<file path="src/hw/xbar_config.svh">
`ifndef XBAR_CONFIG_SVH
`define XBAR_CONFIG_SVH

// Message field widths
`define XBAR_PADDR_WIDTH 32
`define XBAR_DATA_WIDTH  64
`define XBAR_SRC_WIDTH   2

// Instruction fetch, data access and incoming I/O
`define XBAR_NUM_REQ 3

// Everything from here up is DRAM
`define XBAR_DRAM_BASE 32'h8000_0000

// Device field of a local address is 4 bits starting here
`define XBAR_DEV_LSB 20

// Local device routed to the outgoing I/O port
`define XBAR_IO_DEV 4'h1

// Local devices other than I/O end at the loopback

`endif

</file>
<file path="src/hw/xbar_pkg.sv">
`default_nettype none

`include "xbar_config.svh"

package xbar_pkg;

  // Physical address
  typedef logic [`XBAR_PADDR_WIDTH-1:0] paddr_t;

  // One data word of a memory message
  typedef logic [`XBAR_DATA_WIDTH-1:0] word_t;

  // Requester that issued the message
  typedef logic [`XBAR_SRC_WIDTH-1:0] src_id_t;

  // Device field of a local address
  typedef logic [3:0] dev_id_t;

  // Memory opcode
  typedef enum logic
  {
    e_mem_rd = 1'b0,
    e_mem_wr = 1'b1
  } mem_op_e;

endpackage

`default_nettype wire

</file>
<file path="src/hw/two_entry_fifo.sv">
`timescale 1ns/1ps
`default_nettype none

module two_entry_fifo
  (  input  logic                clk_i
   , input  logic                arst_n_i

   , input  xbar_pkg::mem_op_e   op_i
   , input  xbar_pkg::paddr_t    addr_i
   , input  xbar_pkg::src_id_t   src_i
   , input  xbar_pkg::word_t     data_i
   , input  logic                v_i
   , output logic                ready_o

   , output xbar_pkg::mem_op_e   op_o
   , output xbar_pkg::paddr_t    addr_o
   , output xbar_pkg::src_id_t   src_o
   , output xbar_pkg::word_t     data_o
   , output logic                v_o
   , input  logic                yumi_i
   );

  xbar_pkg::mem_op_e op_mem   [2];
  xbar_pkg::paddr_t  addr_mem [2];
  xbar_pkg::src_id_t src_mem  [2];
  xbar_pkg::word_t   data_mem [2];

  logic rptr_q, wptr_q, full_q;
  logic enq, deq;

  assign enq = v_i & ~full_q;
  assign deq = yumi_i;

  assign ready_o = ~full_q;
  assign v_o     = full_q | (rptr_q != wptr_q);

  always_ff @(posedge clk_i or negedge arst_n_i)
  begin
    if (!arst_n_i)
    begin
      rptr_q <= 1'b0;
      wptr_q <= 1'b0;
      full_q <= 1'b0;
    end
    else
    begin
      if (enq) wptr_q <= ~wptr_q;
      if (deq) rptr_q <= ~rptr_q;
      // Full only when a write lands on the slot just ahead of the read pointer
      if (enq & ~deq) full_q <= (~wptr_q == rptr_q);
      else if (deq & ~enq) full_q <= 1'b0;
    end
  end

  always_ff @(posedge clk_i)
  begin
    if (enq)
    begin
      op_mem[wptr_q]   <= op_i;
      addr_mem[wptr_q] <= addr_i;
      src_mem[wptr_q]  <= src_i;
      data_mem[wptr_q] <= data_i;
    end
  end

  assign op_o   = op_mem[rptr_q];
  assign addr_o = addr_mem[rptr_q];
  assign src_o  = src_mem[rptr_q];
  assign data_o = data_mem[rptr_q];

endmodule

`default_nettype wire

</file>
<file path="src/hw/loopback_responder.sv">
`timescale 1ns/1ps
`default_nettype none

module loopback_responder
  (  input  logic                clk_i
   , input  logic                arst_n_i

   , input  xbar_pkg::mem_op_e   cmd_op_i
   , input  xbar_pkg::paddr_t    cmd_addr_i
   , input  xbar_pkg::src_id_t   cmd_src_i
   , input  logic                cmd_v_i
   , output logic                cmd_ready_o

   , output xbar_pkg::mem_op_e   resp_op_o
   , output xbar_pkg::paddr_t    resp_addr_o
   , output xbar_pkg::src_id_t   resp_src_o
   , output xbar_pkg::word_t     resp_data_o
   , output logic                resp_v_o
   , input  logic                resp_yumi_i
   );

  logic resp_v_q;

  // One pending response at a time
  assign cmd_ready_o = ~resp_v_q;
  assign resp_v_o    = resp_v_q;

  always_ff @(posedge clk_i or negedge arst_n_i)
  begin
    if (!arst_n_i)
      resp_v_q <= 1'b0;
    else if (cmd_v_i & cmd_ready_o)
      resp_v_q <= 1'b1;
    else if (resp_yumi_i)
      resp_v_q <= 1'b0;
  end

  always_ff @(posedge clk_i)
  begin
    if (cmd_v_i & cmd_ready_o)
    begin
      resp_op_o   <= cmd_op_i;
      resp_addr_o <= cmd_addr_i;
      resp_src_o  <= cmd_src_i;
    end
  end

  // Reads of unmapped space return zero, writes are dropped
  assign resp_data_o = '0;

endmodule

`default_nettype wire

</file>
<file path="src/hw/cmd_router.sv">
`timescale 1ns/1ps
`default_nettype none

`include "xbar_config.svh"

module cmd_router
  (  // Heads of the command FIFOs
     input  xbar_pkg::mem_op_e [`XBAR_NUM_REQ-1:0]  fifo_op_i
   , input  xbar_pkg::paddr_t  [`XBAR_NUM_REQ-1:0]  fifo_addr_i
   , input  xbar_pkg::src_id_t [`XBAR_NUM_REQ-1:0]  fifo_src_i
   , input  xbar_pkg::word_t   [`XBAR_NUM_REQ-1:0]  fifo_data_i
   , input  logic              [`XBAR_NUM_REQ-1:0]  fifo_v_i
   , output logic              [`XBAR_NUM_REQ-1:0]  fifo_yumi_o

   // Shared command bus to all destinations
   , output xbar_pkg::mem_op_e                      cmd_op_o
   , output xbar_pkg::paddr_t                       cmd_addr_o
   , output xbar_pkg::src_id_t                      cmd_src_o
   , output xbar_pkg::word_t                        cmd_data_o
   , output logic                                   dram_cmd_v_o
   , output logic                                   io_cmd_v_o
   , output logic                                   lb_cmd_v_o

   , input  logic                                   dram_ready_i
   , input  logic                                   io_ready_i
   , input  logic                                   lb_ready_i
   );

  xbar_pkg::src_id_t sel;
  xbar_pkg::dev_id_t dev;
  logic              all_ready;
  logic              grant_v;
  logic              is_local;
  logic              is_io;

  // A stalled destination blocks every grant, even to the others
  assign all_ready = dram_ready_i & io_ready_i & lb_ready_i;
  assign grant_v   = all_ready & (|fifo_v_i);

  // Highest index wins, so incoming I/O goes before data and fetch
  always_comb
  begin
    sel = '0;
    for (int i = 0; i < `XBAR_NUM_REQ; i++)
    begin
      if (fifo_v_i[i])
      begin
        sel = xbar_pkg::src_id_t'(i);
      end
    end
  end

  always_comb
  begin
    fifo_yumi_o = '0;
    if (grant_v)
    begin
      fifo_yumi_o[sel] = 1'b1;
    end
  end

  assign cmd_op_o   = fifo_op_i[sel];
  assign cmd_addr_o = fifo_addr_i[sel];
  assign cmd_src_o  = fifo_src_i[sel];
  assign cmd_data_o = fifo_data_i[sel];

  // Local memory map
  assign is_local = (cmd_addr_o < xbar_pkg::paddr_t'(`XBAR_DRAM_BASE));
  assign dev      = cmd_addr_o[`XBAR_DEV_LSB +: $bits(xbar_pkg::dev_id_t)];
  assign is_io    = is_local & (dev == xbar_pkg::dev_id_t'(`XBAR_IO_DEV));

  assign dram_cmd_v_o = grant_v & ~is_local;
  assign io_cmd_v_o   = grant_v & is_io;
  // Unmapped local devices are answered by the loopback
  assign lb_cmd_v_o   = grant_v & is_local & ~is_io;

endmodule

`default_nettype wire

</file>
<file path="src/hw/resp_router.sv">
`timescale 1ns/1ps
`default_nettype none

`include "xbar_config.svh"

module resp_router
  (  // Index 0 is the loopback, 1 is DRAM, 2 is I/O
     input  xbar_pkg::mem_op_e [2:0]                src_op_i
   , input  xbar_pkg::paddr_t  [2:0]                src_addr_i
   , input  xbar_pkg::src_id_t [2:0]                src_src_i
   , input  xbar_pkg::word_t   [2:0]                src_data_i
   , input  logic              [2:0]                src_v_i
   , output logic              [2:0]                src_yumi_o

   // Shared response bus to the response FIFOs
   , output xbar_pkg::mem_op_e                      resp_op_o
   , output xbar_pkg::paddr_t                       resp_addr_o
   , output xbar_pkg::src_id_t                      resp_src_o
   , output xbar_pkg::word_t                        resp_data_o
   , output logic              [`XBAR_NUM_REQ-1:0]  resp_v_o
   , input  logic              [`XBAR_NUM_REQ-1:0]  fifo_ready_i
   );

  localparam int num_src_lp = 3;

  logic [1:0] sel;
  logic       all_ready;
  logic       grant_v;

  // Wait for room in every FIFO so the target need not be known first
  assign all_ready = &fifo_ready_i;
  assign grant_v   = all_ready & (|src_v_i);

  // Lowest index wins
  always_comb
  begin
    sel = '0;
    for (int i = num_src_lp - 1; i >= 0; i--)
    begin
      if (src_v_i[i])
      begin
        sel = 2'(i);
      end
    end
  end

  always_comb
  begin
    src_yumi_o = '0;
    if (grant_v)
    begin
      src_yumi_o[sel] = 1'b1;
    end
  end

  assign resp_op_o   = src_op_i[sel];
  assign resp_addr_o = src_addr_i[sel];
  assign resp_src_o  = src_src_i[sel];
  assign resp_data_o = src_data_i[sel];

  // A src with no matching requester is consumed and dropped here
  for (genvar r = 0; r < `XBAR_NUM_REQ; r++)
  begin : g_steer
    assign resp_v_o[r] = grant_v & (resp_src_o == xbar_pkg::src_id_t'(r));
  end

endmodule

`default_nettype wire

</file>
<file path="src/hw/unicore_mem_xbar.sv">
`timescale 1ns/1ps
`default_nettype none

`include "xbar_config.svh"

module unicore_mem_xbar
  (  input  logic                                   clk_i
   , input  logic                                   arst_n_i

   // Requester channels
   , input  xbar_pkg::mem_op_e [`XBAR_NUM_REQ-1:0]  req_cmd_op_i
   , input  xbar_pkg::paddr_t  [`XBAR_NUM_REQ-1:0]  req_cmd_addr_i
   , input  xbar_pkg::src_id_t [`XBAR_NUM_REQ-1:0]  req_cmd_src_i
   , input  xbar_pkg::word_t   [`XBAR_NUM_REQ-1:0]  req_cmd_data_i
   , input  logic              [`XBAR_NUM_REQ-1:0]  req_cmd_v_i
   , output logic              [`XBAR_NUM_REQ-1:0]  req_cmd_ready_o

   , output xbar_pkg::mem_op_e [`XBAR_NUM_REQ-1:0]  req_resp_op_o
   , output xbar_pkg::paddr_t  [`XBAR_NUM_REQ-1:0]  req_resp_addr_o
   , output xbar_pkg::src_id_t [`XBAR_NUM_REQ-1:0]  req_resp_src_o
   , output xbar_pkg::word_t   [`XBAR_NUM_REQ-1:0]  req_resp_data_o
   , output logic              [`XBAR_NUM_REQ-1:0]  req_resp_v_o
   , input  logic              [`XBAR_NUM_REQ-1:0]  req_resp_yumi_i

   // DRAM
   , output xbar_pkg::mem_op_e                      dram_cmd_op_o
   , output xbar_pkg::paddr_t                       dram_cmd_addr_o
   , output xbar_pkg::src_id_t                      dram_cmd_src_o
   , output xbar_pkg::word_t                        dram_cmd_data_o
   , output logic                                   dram_cmd_v_o
   , input  logic                                   dram_cmd_ready_i

   , input  xbar_pkg::mem_op_e                      dram_resp_op_i
   , input  xbar_pkg::paddr_t                       dram_resp_addr_i
   , input  xbar_pkg::src_id_t                      dram_resp_src_i
   , input  xbar_pkg::word_t                        dram_resp_data_i
   , input  logic                                   dram_resp_v_i
   , output logic                                   dram_resp_yumi_o

   // Outgoing I/O
   , output xbar_pkg::mem_op_e                      io_cmd_op_o
   , output xbar_pkg::paddr_t                       io_cmd_addr_o
   , output xbar_pkg::src_id_t                      io_cmd_src_o
   , output xbar_pkg::word_t                        io_cmd_data_o
   , output logic                                   io_cmd_v_o
   , input  logic                                   io_cmd_ready_i

   , input  xbar_pkg::mem_op_e                      io_resp_op_i
   , input  xbar_pkg::paddr_t                       io_resp_addr_i
   , input  xbar_pkg::src_id_t                      io_resp_src_i
   , input  xbar_pkg::word_t                        io_resp_data_i
   , input  logic                                   io_resp_v_i
   , output logic                                   io_resp_yumi_o
   );

  localparam int num_dest_lp = 3;

  xbar_pkg::mem_op_e [`XBAR_NUM_REQ-1:0] cf_op;
  xbar_pkg::paddr_t  [`XBAR_NUM_REQ-1:0] cf_addr;
  xbar_pkg::src_id_t [`XBAR_NUM_REQ-1:0] cf_src;
  xbar_pkg::word_t   [`XBAR_NUM_REQ-1:0] cf_data;
  logic              [`XBAR_NUM_REQ-1:0] cf_v, cf_yumi;

  xbar_pkg::mem_op_e cmd_op;
  xbar_pkg::paddr_t  cmd_addr;
  xbar_pkg::src_id_t cmd_src;
  xbar_pkg::word_t   cmd_data;
  logic              lb_cmd_v, lb_cmd_ready;

  xbar_pkg::mem_op_e lb_resp_op;
  xbar_pkg::paddr_t  lb_resp_addr;
  xbar_pkg::src_id_t lb_resp_src;
  xbar_pkg::word_t   lb_resp_data;
  logic              lb_resp_v;

  xbar_pkg::mem_op_e [num_dest_lp-1:0]   rr_op;
  xbar_pkg::paddr_t  [num_dest_lp-1:0]   rr_addr;
  xbar_pkg::src_id_t [num_dest_lp-1:0]   rr_src;
  xbar_pkg::word_t   [num_dest_lp-1:0]   rr_data;
  logic              [num_dest_lp-1:0]   rr_v, rr_yumi;

  xbar_pkg::mem_op_e                     resp_op;
  xbar_pkg::paddr_t                      resp_addr;
  xbar_pkg::src_id_t                     resp_src;
  xbar_pkg::word_t                       resp_data;
  logic              [`XBAR_NUM_REQ-1:0] resp_v, resp_ready;

  for (genvar r = 0; r < `XBAR_NUM_REQ; r++)
  begin : g_fifo
    two_entry_fifo cmd_fifo
      (.clk_i(clk_i), .arst_n_i(arst_n_i)
       ,.op_i(req_cmd_op_i[r]), .addr_i(req_cmd_addr_i[r])
       ,.src_i(req_cmd_src_i[r]), .data_i(req_cmd_data_i[r])
       ,.v_i(req_cmd_v_i[r]), .ready_o(req_cmd_ready_o[r])
       ,.op_o(cf_op[r]), .addr_o(cf_addr[r]), .src_o(cf_src[r]), .data_o(cf_data[r])
       ,.v_o(cf_v[r]), .yumi_i(cf_yumi[r])
       );

    two_entry_fifo resp_fifo
      (.clk_i(clk_i), .arst_n_i(arst_n_i)
       ,.op_i(resp_op), .addr_i(resp_addr), .src_i(resp_src), .data_i(resp_data)
       ,.v_i(resp_v[r]), .ready_o(resp_ready[r])
       ,.op_o(req_resp_op_o[r]), .addr_o(req_resp_addr_o[r])
       ,.src_o(req_resp_src_o[r]), .data_o(req_resp_data_o[r])
       ,.v_o(req_resp_v_o[r]), .yumi_i(req_resp_yumi_i[r])
       );
  end

  cmd_router cmd_rtr
    (.fifo_op_i(cf_op), .fifo_addr_i(cf_addr), .fifo_src_i(cf_src), .fifo_data_i(cf_data)
     ,.fifo_v_i(cf_v), .fifo_yumi_o(cf_yumi)
     ,.cmd_op_o(cmd_op), .cmd_addr_o(cmd_addr), .cmd_src_o(cmd_src), .cmd_data_o(cmd_data)
     ,.dram_cmd_v_o(dram_cmd_v_o), .io_cmd_v_o(io_cmd_v_o), .lb_cmd_v_o(lb_cmd_v)
     ,.dram_ready_i(dram_cmd_ready_i), .io_ready_i(io_cmd_ready_i), .lb_ready_i(lb_cmd_ready)
     );

  // Shared command bus fans out to both outside ports
  assign dram_cmd_op_o   = cmd_op;
  assign dram_cmd_addr_o = cmd_addr;
  assign dram_cmd_src_o  = cmd_src;
  assign dram_cmd_data_o = cmd_data;
  assign io_cmd_op_o     = cmd_op;
  assign io_cmd_addr_o   = cmd_addr;
  assign io_cmd_src_o    = cmd_src;
  assign io_cmd_data_o   = cmd_data;

  loopback_responder loopback
    (.clk_i(clk_i), .arst_n_i(arst_n_i)
     ,.cmd_op_i(cmd_op), .cmd_addr_i(cmd_addr), .cmd_src_i(cmd_src)
     ,.cmd_v_i(lb_cmd_v), .cmd_ready_o(lb_cmd_ready)
     ,.resp_op_o(lb_resp_op), .resp_addr_o(lb_resp_addr), .resp_src_o(lb_resp_src)
     ,.resp_data_o(lb_resp_data), .resp_v_o(lb_resp_v), .resp_yumi_i(rr_yumi[0])
     );

  // Response sources in priority order
  assign rr_op   = {io_resp_op_i,   dram_resp_op_i,   lb_resp_op};
  assign rr_addr = {io_resp_addr_i, dram_resp_addr_i, lb_resp_addr};
  assign rr_src  = {io_resp_src_i,  dram_resp_src_i,  lb_resp_src};
  assign rr_data = {io_resp_data_i, dram_resp_data_i, lb_resp_data};
  assign rr_v    = {io_resp_v_i,    dram_resp_v_i,    lb_resp_v};

  assign dram_resp_yumi_o = rr_yumi[1];
  assign io_resp_yumi_o   = rr_yumi[2];

  resp_router resp_rtr
    (.src_op_i(rr_op), .src_addr_i(rr_addr), .src_src_i(rr_src), .src_data_i(rr_data)
     ,.src_v_i(rr_v), .src_yumi_o(rr_yumi)
     ,.resp_op_o(resp_op), .resp_addr_o(resp_addr), .resp_src_o(resp_src)
     ,.resp_data_o(resp_data), .resp_v_o(resp_v), .fifo_ready_i(resp_ready)
     );

endmodule

`default_nettype wire

</file>
<file path="config.mk">
export PLATFORM = sky130hd
export DESIGN_NAME = unicore_mem_xbar
export DESIGN_NICKNAME = d
export VERILOG_FILES = /design/src/hw/xbar_pkg.sv /design/src/hw/two_entry_fifo.sv /design/src/hw/loopback_responder.sv /design/src/hw/cmd_router.sv /design/src/hw/resp_router.sv /design/src/hw/unicore_mem_xbar.sv
export VERILOG_INCLUDE_DIRS = /design/src /design/src/hw
export SDC_FILE = /design/constraint.sdc
export NUM_CORES = 1
export LEC_CHECK = 0
export CORE_AREA = 2 2 394 396
export DETAILED_ROUTE_END_ITERATION = 12
export DIE_AREA = 0 0 396 398
export DONT_BUFFER_PORTS = 1
export GPL_ROUTABILITY_DRIVEN = 0
export PLACE_DENSITY = 0.49
export SLEW_MARGIN = 20
export SYNTH_ARGS = -nofsm -noshare
export SYNTH_HDL_FRONTEND = slang
export SYNTH_HIERARCHICAL = 1
export SYNTH_SLANG_ARGS = --single-unit
</file>
<file path="constraint.sdc">
create_clock -name clk_i -period 7.4 [get_ports clk_i]
set_input_delay 1.48 -clock clk_i [delete_from_list [all_inputs] [get_ports clk_i]]
set_output_delay 1.48 -clock clk_i [all_outputs]
set_load 0.02 [all_outputs]
</file>
* Yosys cells after proc, flatten, opt, wreduce, memory -nomap -nowiden
Memories as Yosys holds them, arrays and structs flattened.
Index checks and enable logic that the tools add are counted.
** Word-level totals
- Register bits after elaboration :: 54
- Memory bits (writable) :: 1188
- Input bits :: 507
- Output and inout port bits :: 505
- Word-level logic and storage cells :: 202
- Memories :: 24
** Operators by class
- Magnitude comparators :: 5
- Equality and inequality tests :: 15
- Muxes and demuxes :: 53
- Bitwise gates (word level) :: 70
- Reduce and logical (&&, ||, !) cells :: 13
** Memories
- g_fifo[0].cmd_fifo.data_mem :: words 2, bits a word 64, rd ports 1, clocked after memory_dff 0, wr ports 1, RTL line two_entry_fifo.sv:26 : xbar_pkg::word_t data_mem [2];
- g_fifo[0].resp_fifo.data_mem :: words 2, bits a word 64, rd ports 1, clocked after memory_dff 0, wr ports 1, RTL line two_entry_fifo.sv:26
- g_fifo[1].cmd_fifo.data_mem :: words 2, bits a word 64, rd ports 1, clocked after memory_dff 0, wr ports 1, RTL line two_entry_fifo.sv:26
- g_fifo[1].resp_fifo.data_mem :: words 2, bits a word 64, rd ports 1, clocked after memory_dff 0, wr ports 1, RTL line two_entry_fifo.sv:26
- g_fifo[2].cmd_fifo.data_mem :: words 2, bits a word 64, rd ports 1, clocked after memory_dff 0, wr ports 1, RTL line two_entry_fifo.sv:26
- g_fifo[2].resp_fifo.data_mem :: words 2, bits a word 64, rd ports 1, clocked after memory_dff 0, wr ports 1, RTL line two_entry_fifo.sv:26
- 18 more memories
** Operators by type and width (number)
- 64-bit binary-select mux with 2-bit select :: 2
- 32-bit binary-select mux with 2-bit select :: 2
- 64-bit 2-to-1 mux :: 2
- 32-bit 2-to-1 mux :: 2
- 1-bit NOT :: 33
- 32-bit less-than comparator, second input constant :: 1
- 1-bit AND :: 31
- 1-bit 2-to-1 mux :: 31
- 2-bit nonzero test :: 7
- 2-bit 2-to-1 mux :: 6
- 2-bit binary-select mux with 2-bit select :: 2
- 1-bit == test :: 6
- 2-bit by 3-bit less-than comparator with 1-bit output, second input constant :: 2
- 3-bit 2-to-1 mux :: 2
- 1-bit inequality test :: 6
- 1-bit bitwise OR :: 6
- 3-bit OR reduction :: 2
- 1-bit binary-select mux with 2-bit select :: 2
- 1-bit demux with 2-bit select :: 2
- 4-bit by 1-bit == test with 1-bit output, second input constant :: 1
- 2-bit by 1-bit >= comparator with 1-bit output, second input constant :: 2
- 3-bit AND reduction :: 1
- 2-bit by 1-bit == test with 1-bit output, second input constant :: 1
- 2-bit == test, second input constant :: 1
- 2 further kinds :: 3

* Logic depth before layout (Yosys ltp)
- Depth in word-level cells :: 12
- Mapped depth :: 11
- Depth with buffers taken out :: 9

* Hierarchy
Netlist, hierarchy kept.
** Modules (own cells, without submodules)
- two_entry_fifo :: instances 6, cells each 325, area an instance 7754.9 um^2, sequential area each 6020.8 um^2
- resp_router :: instances 1, cells each 341, area an instance 2264.7 um^2, sequential area each 0.0 um^2
- cmd_router :: instances 1, cells each 341, area an instance 2113.3 um^2, sequential area each 0.0 um^2
- loopback_responder :: instances 1, cells each 104, area an instance 1580.3 um^2, sequential area each 1076.0 um^2
- unicore_mem_xbar :: instances 1, cells each 99, area an instance 743.2 um^2, sequential area each 0.0 um^2

* Worst setup path before layout
OpenSTA, ideal clock, no wires.
- Path kind :: input -> register
- Start point :: in dram_resp_v_i
- End point :: mem g_fifo[2].resp_fifo/addr_mem[0][0] in the netlist's numbering, enable pin
- Library setup time :: 0.558 ns
- Arrival time :: 6.593 ns
- Data required time :: 6.842 ns
- Path slack :: 0.249 ns
- Cell stages on the path :: 5
- Path buffers :: 0
- Cell sequence :: or4b_1 o221a_2 nor3b_1 nand2b_1 nor2_1
** Between the ends
- Cells in the longest elaborated chain, start to end :: 9
- Elaborated cells between the ends (all ways) :: 11
- Classes of those cells :: eq/ne: 1; mux: 6; bitwise: 3; reduce/logical: 1
** Ends and longest elaborated chain
- start: declaration :: RTL line unicore_mem_xbar.sv:37 : , input logic dram_resp_v_i
- 2-bit 2-to-1 mux (2 in series) :: RTL line resp_router.sv:40 : if (src_v_i[i])
- 2-bit binary-select mux with 2-bit select :: RTL line resp_router.sv:58 : assign resp_src_o = src_src_i[sel];
- 2-bit 2-to-1 mux (not written as such) :: RTL line resp_router.sv:58
- via resp_src[0] :: RTL line unicore_mem_xbar.sv:84 : xbar_pkg::src_id_t resp_src;
- 2-bit == test :: RTL line resp_router.sv:64 : assign resp_v_o[r] = grant_v & (resp_src_o == xbar_pkg::src_id_t'(r));
- 1-bit AND :: RTL line resp_router.sv:64
- via resp_v[2] :: RTL line unicore_mem_xbar.sv:86 : logic [`XBAR_NUM_REQ-1:0] resp_v, resp_ready;
- 1-bit AND :: RTL line two_entry_fifo.sv:31 : assign enq = v_i & ~full_q;
- 1-bit 2-to-1 mux :: RTL line two_entry_fifo.sv:57 : if (enq)
- 1-bit 2-to-1 mux (not written as such) :: RTL line two_entry_fifo.sv:60 : addr_mem[wptr_q] <= addr_i;
- end: declaration :: RTL line two_entry_fifo.sv:24 : xbar_pkg::paddr_t addr_mem [2];
The timed path passes the listed nets, and every way through them passes these cells. The select of a mux whose other input is x is not followed.

* Worst setup path in the final report
- Start point :: reg g_fifo[1].cmd_fifo.rptr_q
- End point :: out io_cmd_v_o
** Between the ends
- Cells in the longest elaborated chain, start to end :: 9
- Elaborated cells between the ends (all ways) :: 13
- Classes of those cells :: order compare: 1; eq/ne: 2; mux: 4; bitwise: 4; reduce/logical: 1; memory: 1
** Ends and longest elaborated chain
- start: declaration :: RTL line two_entry_fifo.sv:28 : logic rptr_q, wptr_q, full_q;
- start signal: assignment :: RTL line two_entry_fifo.sv:48 : if (deq) rptr_q <= ~rptr_q;
- 1-bit inequality test (*) :: RTL line two_entry_fifo.sv:35 : assign v_o = full_q | (rptr_q != wptr_q);
- 1-bit bitwise OR (*) :: RTL line two_entry_fifo.sv:35
- via cf_v[1] :: RTL line unicore_mem_xbar.sv:62 : logic [`XBAR_NUM_REQ-1:0] cf_v, cf_yumi;
- 1-bit 2-to-1 mux (*) :: RTL line cmd_router.sv:46 : if (fifo_v_i[i])
- 2-bit 2-to-1 mux (*) :: RTL line cmd_router.sv:46
- 32-bit binary-select mux with 2-bit select (*) :: RTL line cmd_router.sv:63 : assign cmd_addr_o = fifo_addr_i[sel];
- 32-bit 2-to-1 mux (not written as such) (*) :: RTL line cmd_router.sv:63
- via dram_cmd_addr_o[20] :: RTL line unicore_mem_xbar.sv:27 : , output xbar_pkg::paddr_t dram_cmd_addr_o
- 32-bit less-than comparator or 4-bit by 1-bit == test with 1-bit output (tied branches) :: RTL line cmd_router.sv:68, cmd_router.sv:70
- 1-bit AND (*) :: RTL line cmd_router.sv:70 : assign is_io = is_local & (dev == xbar_pkg::dev_id_t'(`XBAR_IO_DEV));
- 1-bit AND (*) :: RTL line cmd_router.sv:73 : assign io_cmd_v_o = grant_v & is_io;
- end: declaration :: RTL line unicore_mem_xbar.sv:45 : , output logic io_cmd_v_o
The timed path passes the listed nets; every way through them passes the cells marked *. The select of a mux whose other input is x is not followed.

==> key figures <==
Setup path
  • Kind of critical path: flip-flop to output pin
  • CP arrival: 4.81 ns
  • Worst EP required: between 5 and 6 ns
  • Slowest CP cell: o21ai_2
  • Crit path cell chain: xnor2_1 > nand2_4 > mux2i_1 > o21ai_2 > nand4_1 > nor2_1 > buf_4
  • Worst stage delay on the critical path: around 0.80 ns
  • Critical path fanouts, max: 28
  • CP endpoint kind: output pin
  • CP Launch Type: flip-flop

Floorplan
  • Starting density of the core: 0.347
  • I/O pin total: 1012
  • Die width: a little under 400 um
  • Die H: 398 um
  • Core footprint: roughly 150000 um2
  • Site Rows: around 140
  • Die ar.: 158000 um2

CTS
  • CTS tree: done
  • Setup Buffers After CTS: 0
  • CTS root buf: clkbuf_16
  • Worst-Skew Late Latency: 0.75 ns
  • Clock Pin Slew Worst Setup and Hold Paths: ~0.060 ns
  • Num CTS Buffers: 138
  • Deepest clock path buffer count: 3
  • CTS sink count: 1242
  • Resized cells post-CTS: 0
  • H-tree depth: 4
  • Cts hold-fix bufs: 0

Global route
  • Vias in the first global route: between 20000 and 25000
  • Largest net degree at the start of global routing: 130
  • Remaining global-route overflow: 0
  • First-pass GRT wire length: ~200 mm
  • Global Route Usage Sum: 0.180
  • Antenna violations before repair: 30

Timing
  • Fmax: roughly 160 MHz
  • Setup TNS: 0 ns
  • Worst-margin pin slew: 1.27 ns
  • Fin crit period: 6.29 ns
  • Fin. Hold Viols: 0
  • Final setup vio count: 0
  • Max Slew Vio Count: 0
  • Max-slew headroom: 0.151
  • Unrepaired setup endpoints after global routing: false
  • Final period util: 0.850
  • Final Skew: 0.0189 ns

Power and ir drop
  • PwrDens: 504 nW/um2
  • Total chip power: between 20000 and 30000 uW
  • Pleak: 0.0212 uW
  • Peak supply drop: 0.000394 V

Placed design
  • Placement Cell Area: 53900 um2
  • Dpl hpwl: 99.5 mm
  • Input/output buffers: 0

Logic synthesis
  • Yosys warns: 6
  • EDFF count, synth: 1223
  • Synth Instances: 2835
  • Ys async rst share: 0.0153
  • Avg Inst Size Synth: between 15 and 20 um2
  • Ys flop type: edfxtp_1
  • Top cells by area, synth: edfxtp_1, mux2_4, mux2i_1
  • Number of synthesized register bits: 1242
  • Top-count cell post-synth: edfxtp_1
  • Cell taking the most area after synthesis: edfxtp_1
  • Number of library cell types mapped by synthesis: 40
  • Synth cell count leaders: edfxtp_1, mux2_4, mux2i_1
  • Post-Syn Area: 53200 um2
  • Share of the synthesized area in the top cell type: 0.690
  • Register area share after synthesis: 0.699

Routing
  • Final ANT Viol Nets: 0
  • Via/cell ratio: around 4.9
  • First-pass iteration count of the detailed router: 8
  • DRC Markers: 0
  • Vias: 24054
  • Initial DRC count: 1652
  • Total wire length: about 150 mm
  • Wirelength per Cell: 29.6 um

Final layout
  • Share of cells above drive strength 1: 0.309
  • Nets@finish: between 3000 and 4000
  • Final Cell Area: approximately 58000 um2
  • P&R area growth vs syn: 9.55%
  • Util after Layout: 0.380

Status
  • Status: finished clean

Min path
  • Min-delay worst type: input pin to async pin

Job
  • Max Cap Viol: 0
[logic make-up after synthesis]
group | after synthesis | share of synthesized area
xor+xnor | 18 | 0.00296
flops | 1242 | 0.699
fa+ha+maj | 6 | 0.00141
buf+inv | 319 | 0.0554
simple gates | 253 | 0.0200
mux | 794 | 0.201
other cells | 1 | 0.0000704
compound gates | 202 | 0.0198
[final cells by class]
type                       count  area [um2]
clock buffer                 163        3570
sequential                  1242       37200
antenna                       14        35.0
timing repair buffer          49         531
multi-input combinational   1337       13500
inverter                      25        93.8
tap                         2044        2560
fill                       13964       95000
clock inverter                84         822
[placed cells by master (no fill, tap or decap), types with 7 or more instances in the layout]
cell       Yosys  routed
clkbuf_1      23      24
o21ai_1       89      75
conb_1         1      64
dfrtp_1       19      13
o21ai_0       12       8
inv_1         23      23
clkinv_1       0      29
clkinv_2       0      23
clkbuf_16      0     139
nor2_2         6       7
mux2i_1      196     196
edfxtp_1    1223    1223
mux2_2        54      54
xnor2_1       12      12
buf_4        172      36
nand2b_1      14      13
o21ai_2        0      17
bufinv_16      0      10
mux2_4       540     540
buf_12        54      13
nor2_1       103      96
diode_2        0      14
nand2_1      107     105
a21oi_1       91      91
[metrics by stage]
stage,hold slack [ns],worst slack [ns],std cells
floorplan,0.466,0.249,2898
global placement,0.488,1.60,4697
detailed placement,0.493,1.59,4697
CTS,0.340,0.760,4944
global route,0.342,0.792,4950
finish,0.424,1.11,4958
[routing by layer]
layer | GRT usage | part of all wire | vias to the layer above
met2 | 0.303 | 0.49 | 1020
li1 | - | - | 10493
met3 | 0.0797 | 0.10 | 214
met4 | 0.0556 | 0.027 | 28
met1 | 0.206 | 0.38 | 12299
met5 | 0 | 0.0013 | -
[report_power, final]
| part | switching, uW | internal [uW] | total [uW] |
|---|---|---|---|
| clock network | 2780 | 3830 | 6600 |
| logic | 8810 | 3710 | 12500 |
| registers | 512 | 9780 | 10300 |
| total | 12100 | 17300 | 29400 |
[flip-flops by register name (all words and copies together), names as in the netlist]
name	count
g_fifo.resp_fifo/data_mem	384
g_fifo.cmd_fifo/addr_mem	192
g_fifo.cmd_fifo/rptr_q	3
g_fifo.resp_fifo/wptr_q	3
g_fifo.cmd_fifo/full_q	3
loopback/resp_v_o	1
loopback/resp_src_o	2
g_fifo.cmd_fifo/op_mem	6
g_fifo.resp_fifo/rptr_q	3
g_fifo.cmd_fifo/src_mem	12
loopback/resp_addr_o	32
g_fifo.cmd_fifo/data_mem	384
g_fifo.resp_fifo/src_mem	12
g_fifo.resp_fifo/full_q	3
g_fifo.resp_fifo/addr_mem	192
g_fifo.cmd_fifo/wptr_q	3
loopback/resp_op_o	1
g_fifo.resp_fifo/op_mem	6
[final timing paths]
path | from | endpoint | slack (ns) | cells after the start
worst max-delay path | g_fifo[1].cmd_fifo/rptr_q | io_cmd_v_o | 1.11 | 7
worst min-delay path | arst_n_i | g_fifo[1].cmd_fifo/full_q | 0.42 | 0
worst max register to register | g_fifo[1].cmd_fifo/rptr_q | loopback/resp_addr_o[21] | 2.74 | 8
worst min register to register | g_fifo[2].resp_fifo/full_q | g_fifo[2].resp_fifo/full_q | 0.51 | 2
max in group asynchronous | arst_n_i | g_fifo[1].resp_fifo/rptr_q | 6.88 | 0
min in group clk_i | g_fifo[2].resp_fifo/full_q | g_fifo[2].resp_fifo/full_q | 0.51 | 2
[critical path: cells and delay by family, from the launching register on]
kind,cells,cell delay [ns]
flops,1,0.59
simple gates,3,1.71
mux,1,0.34
xor+xnor,1,0.34
buf+inv,1,0.23
compound gates,1,0.80
Note: power is estimated with default switching activity, not from simulation.
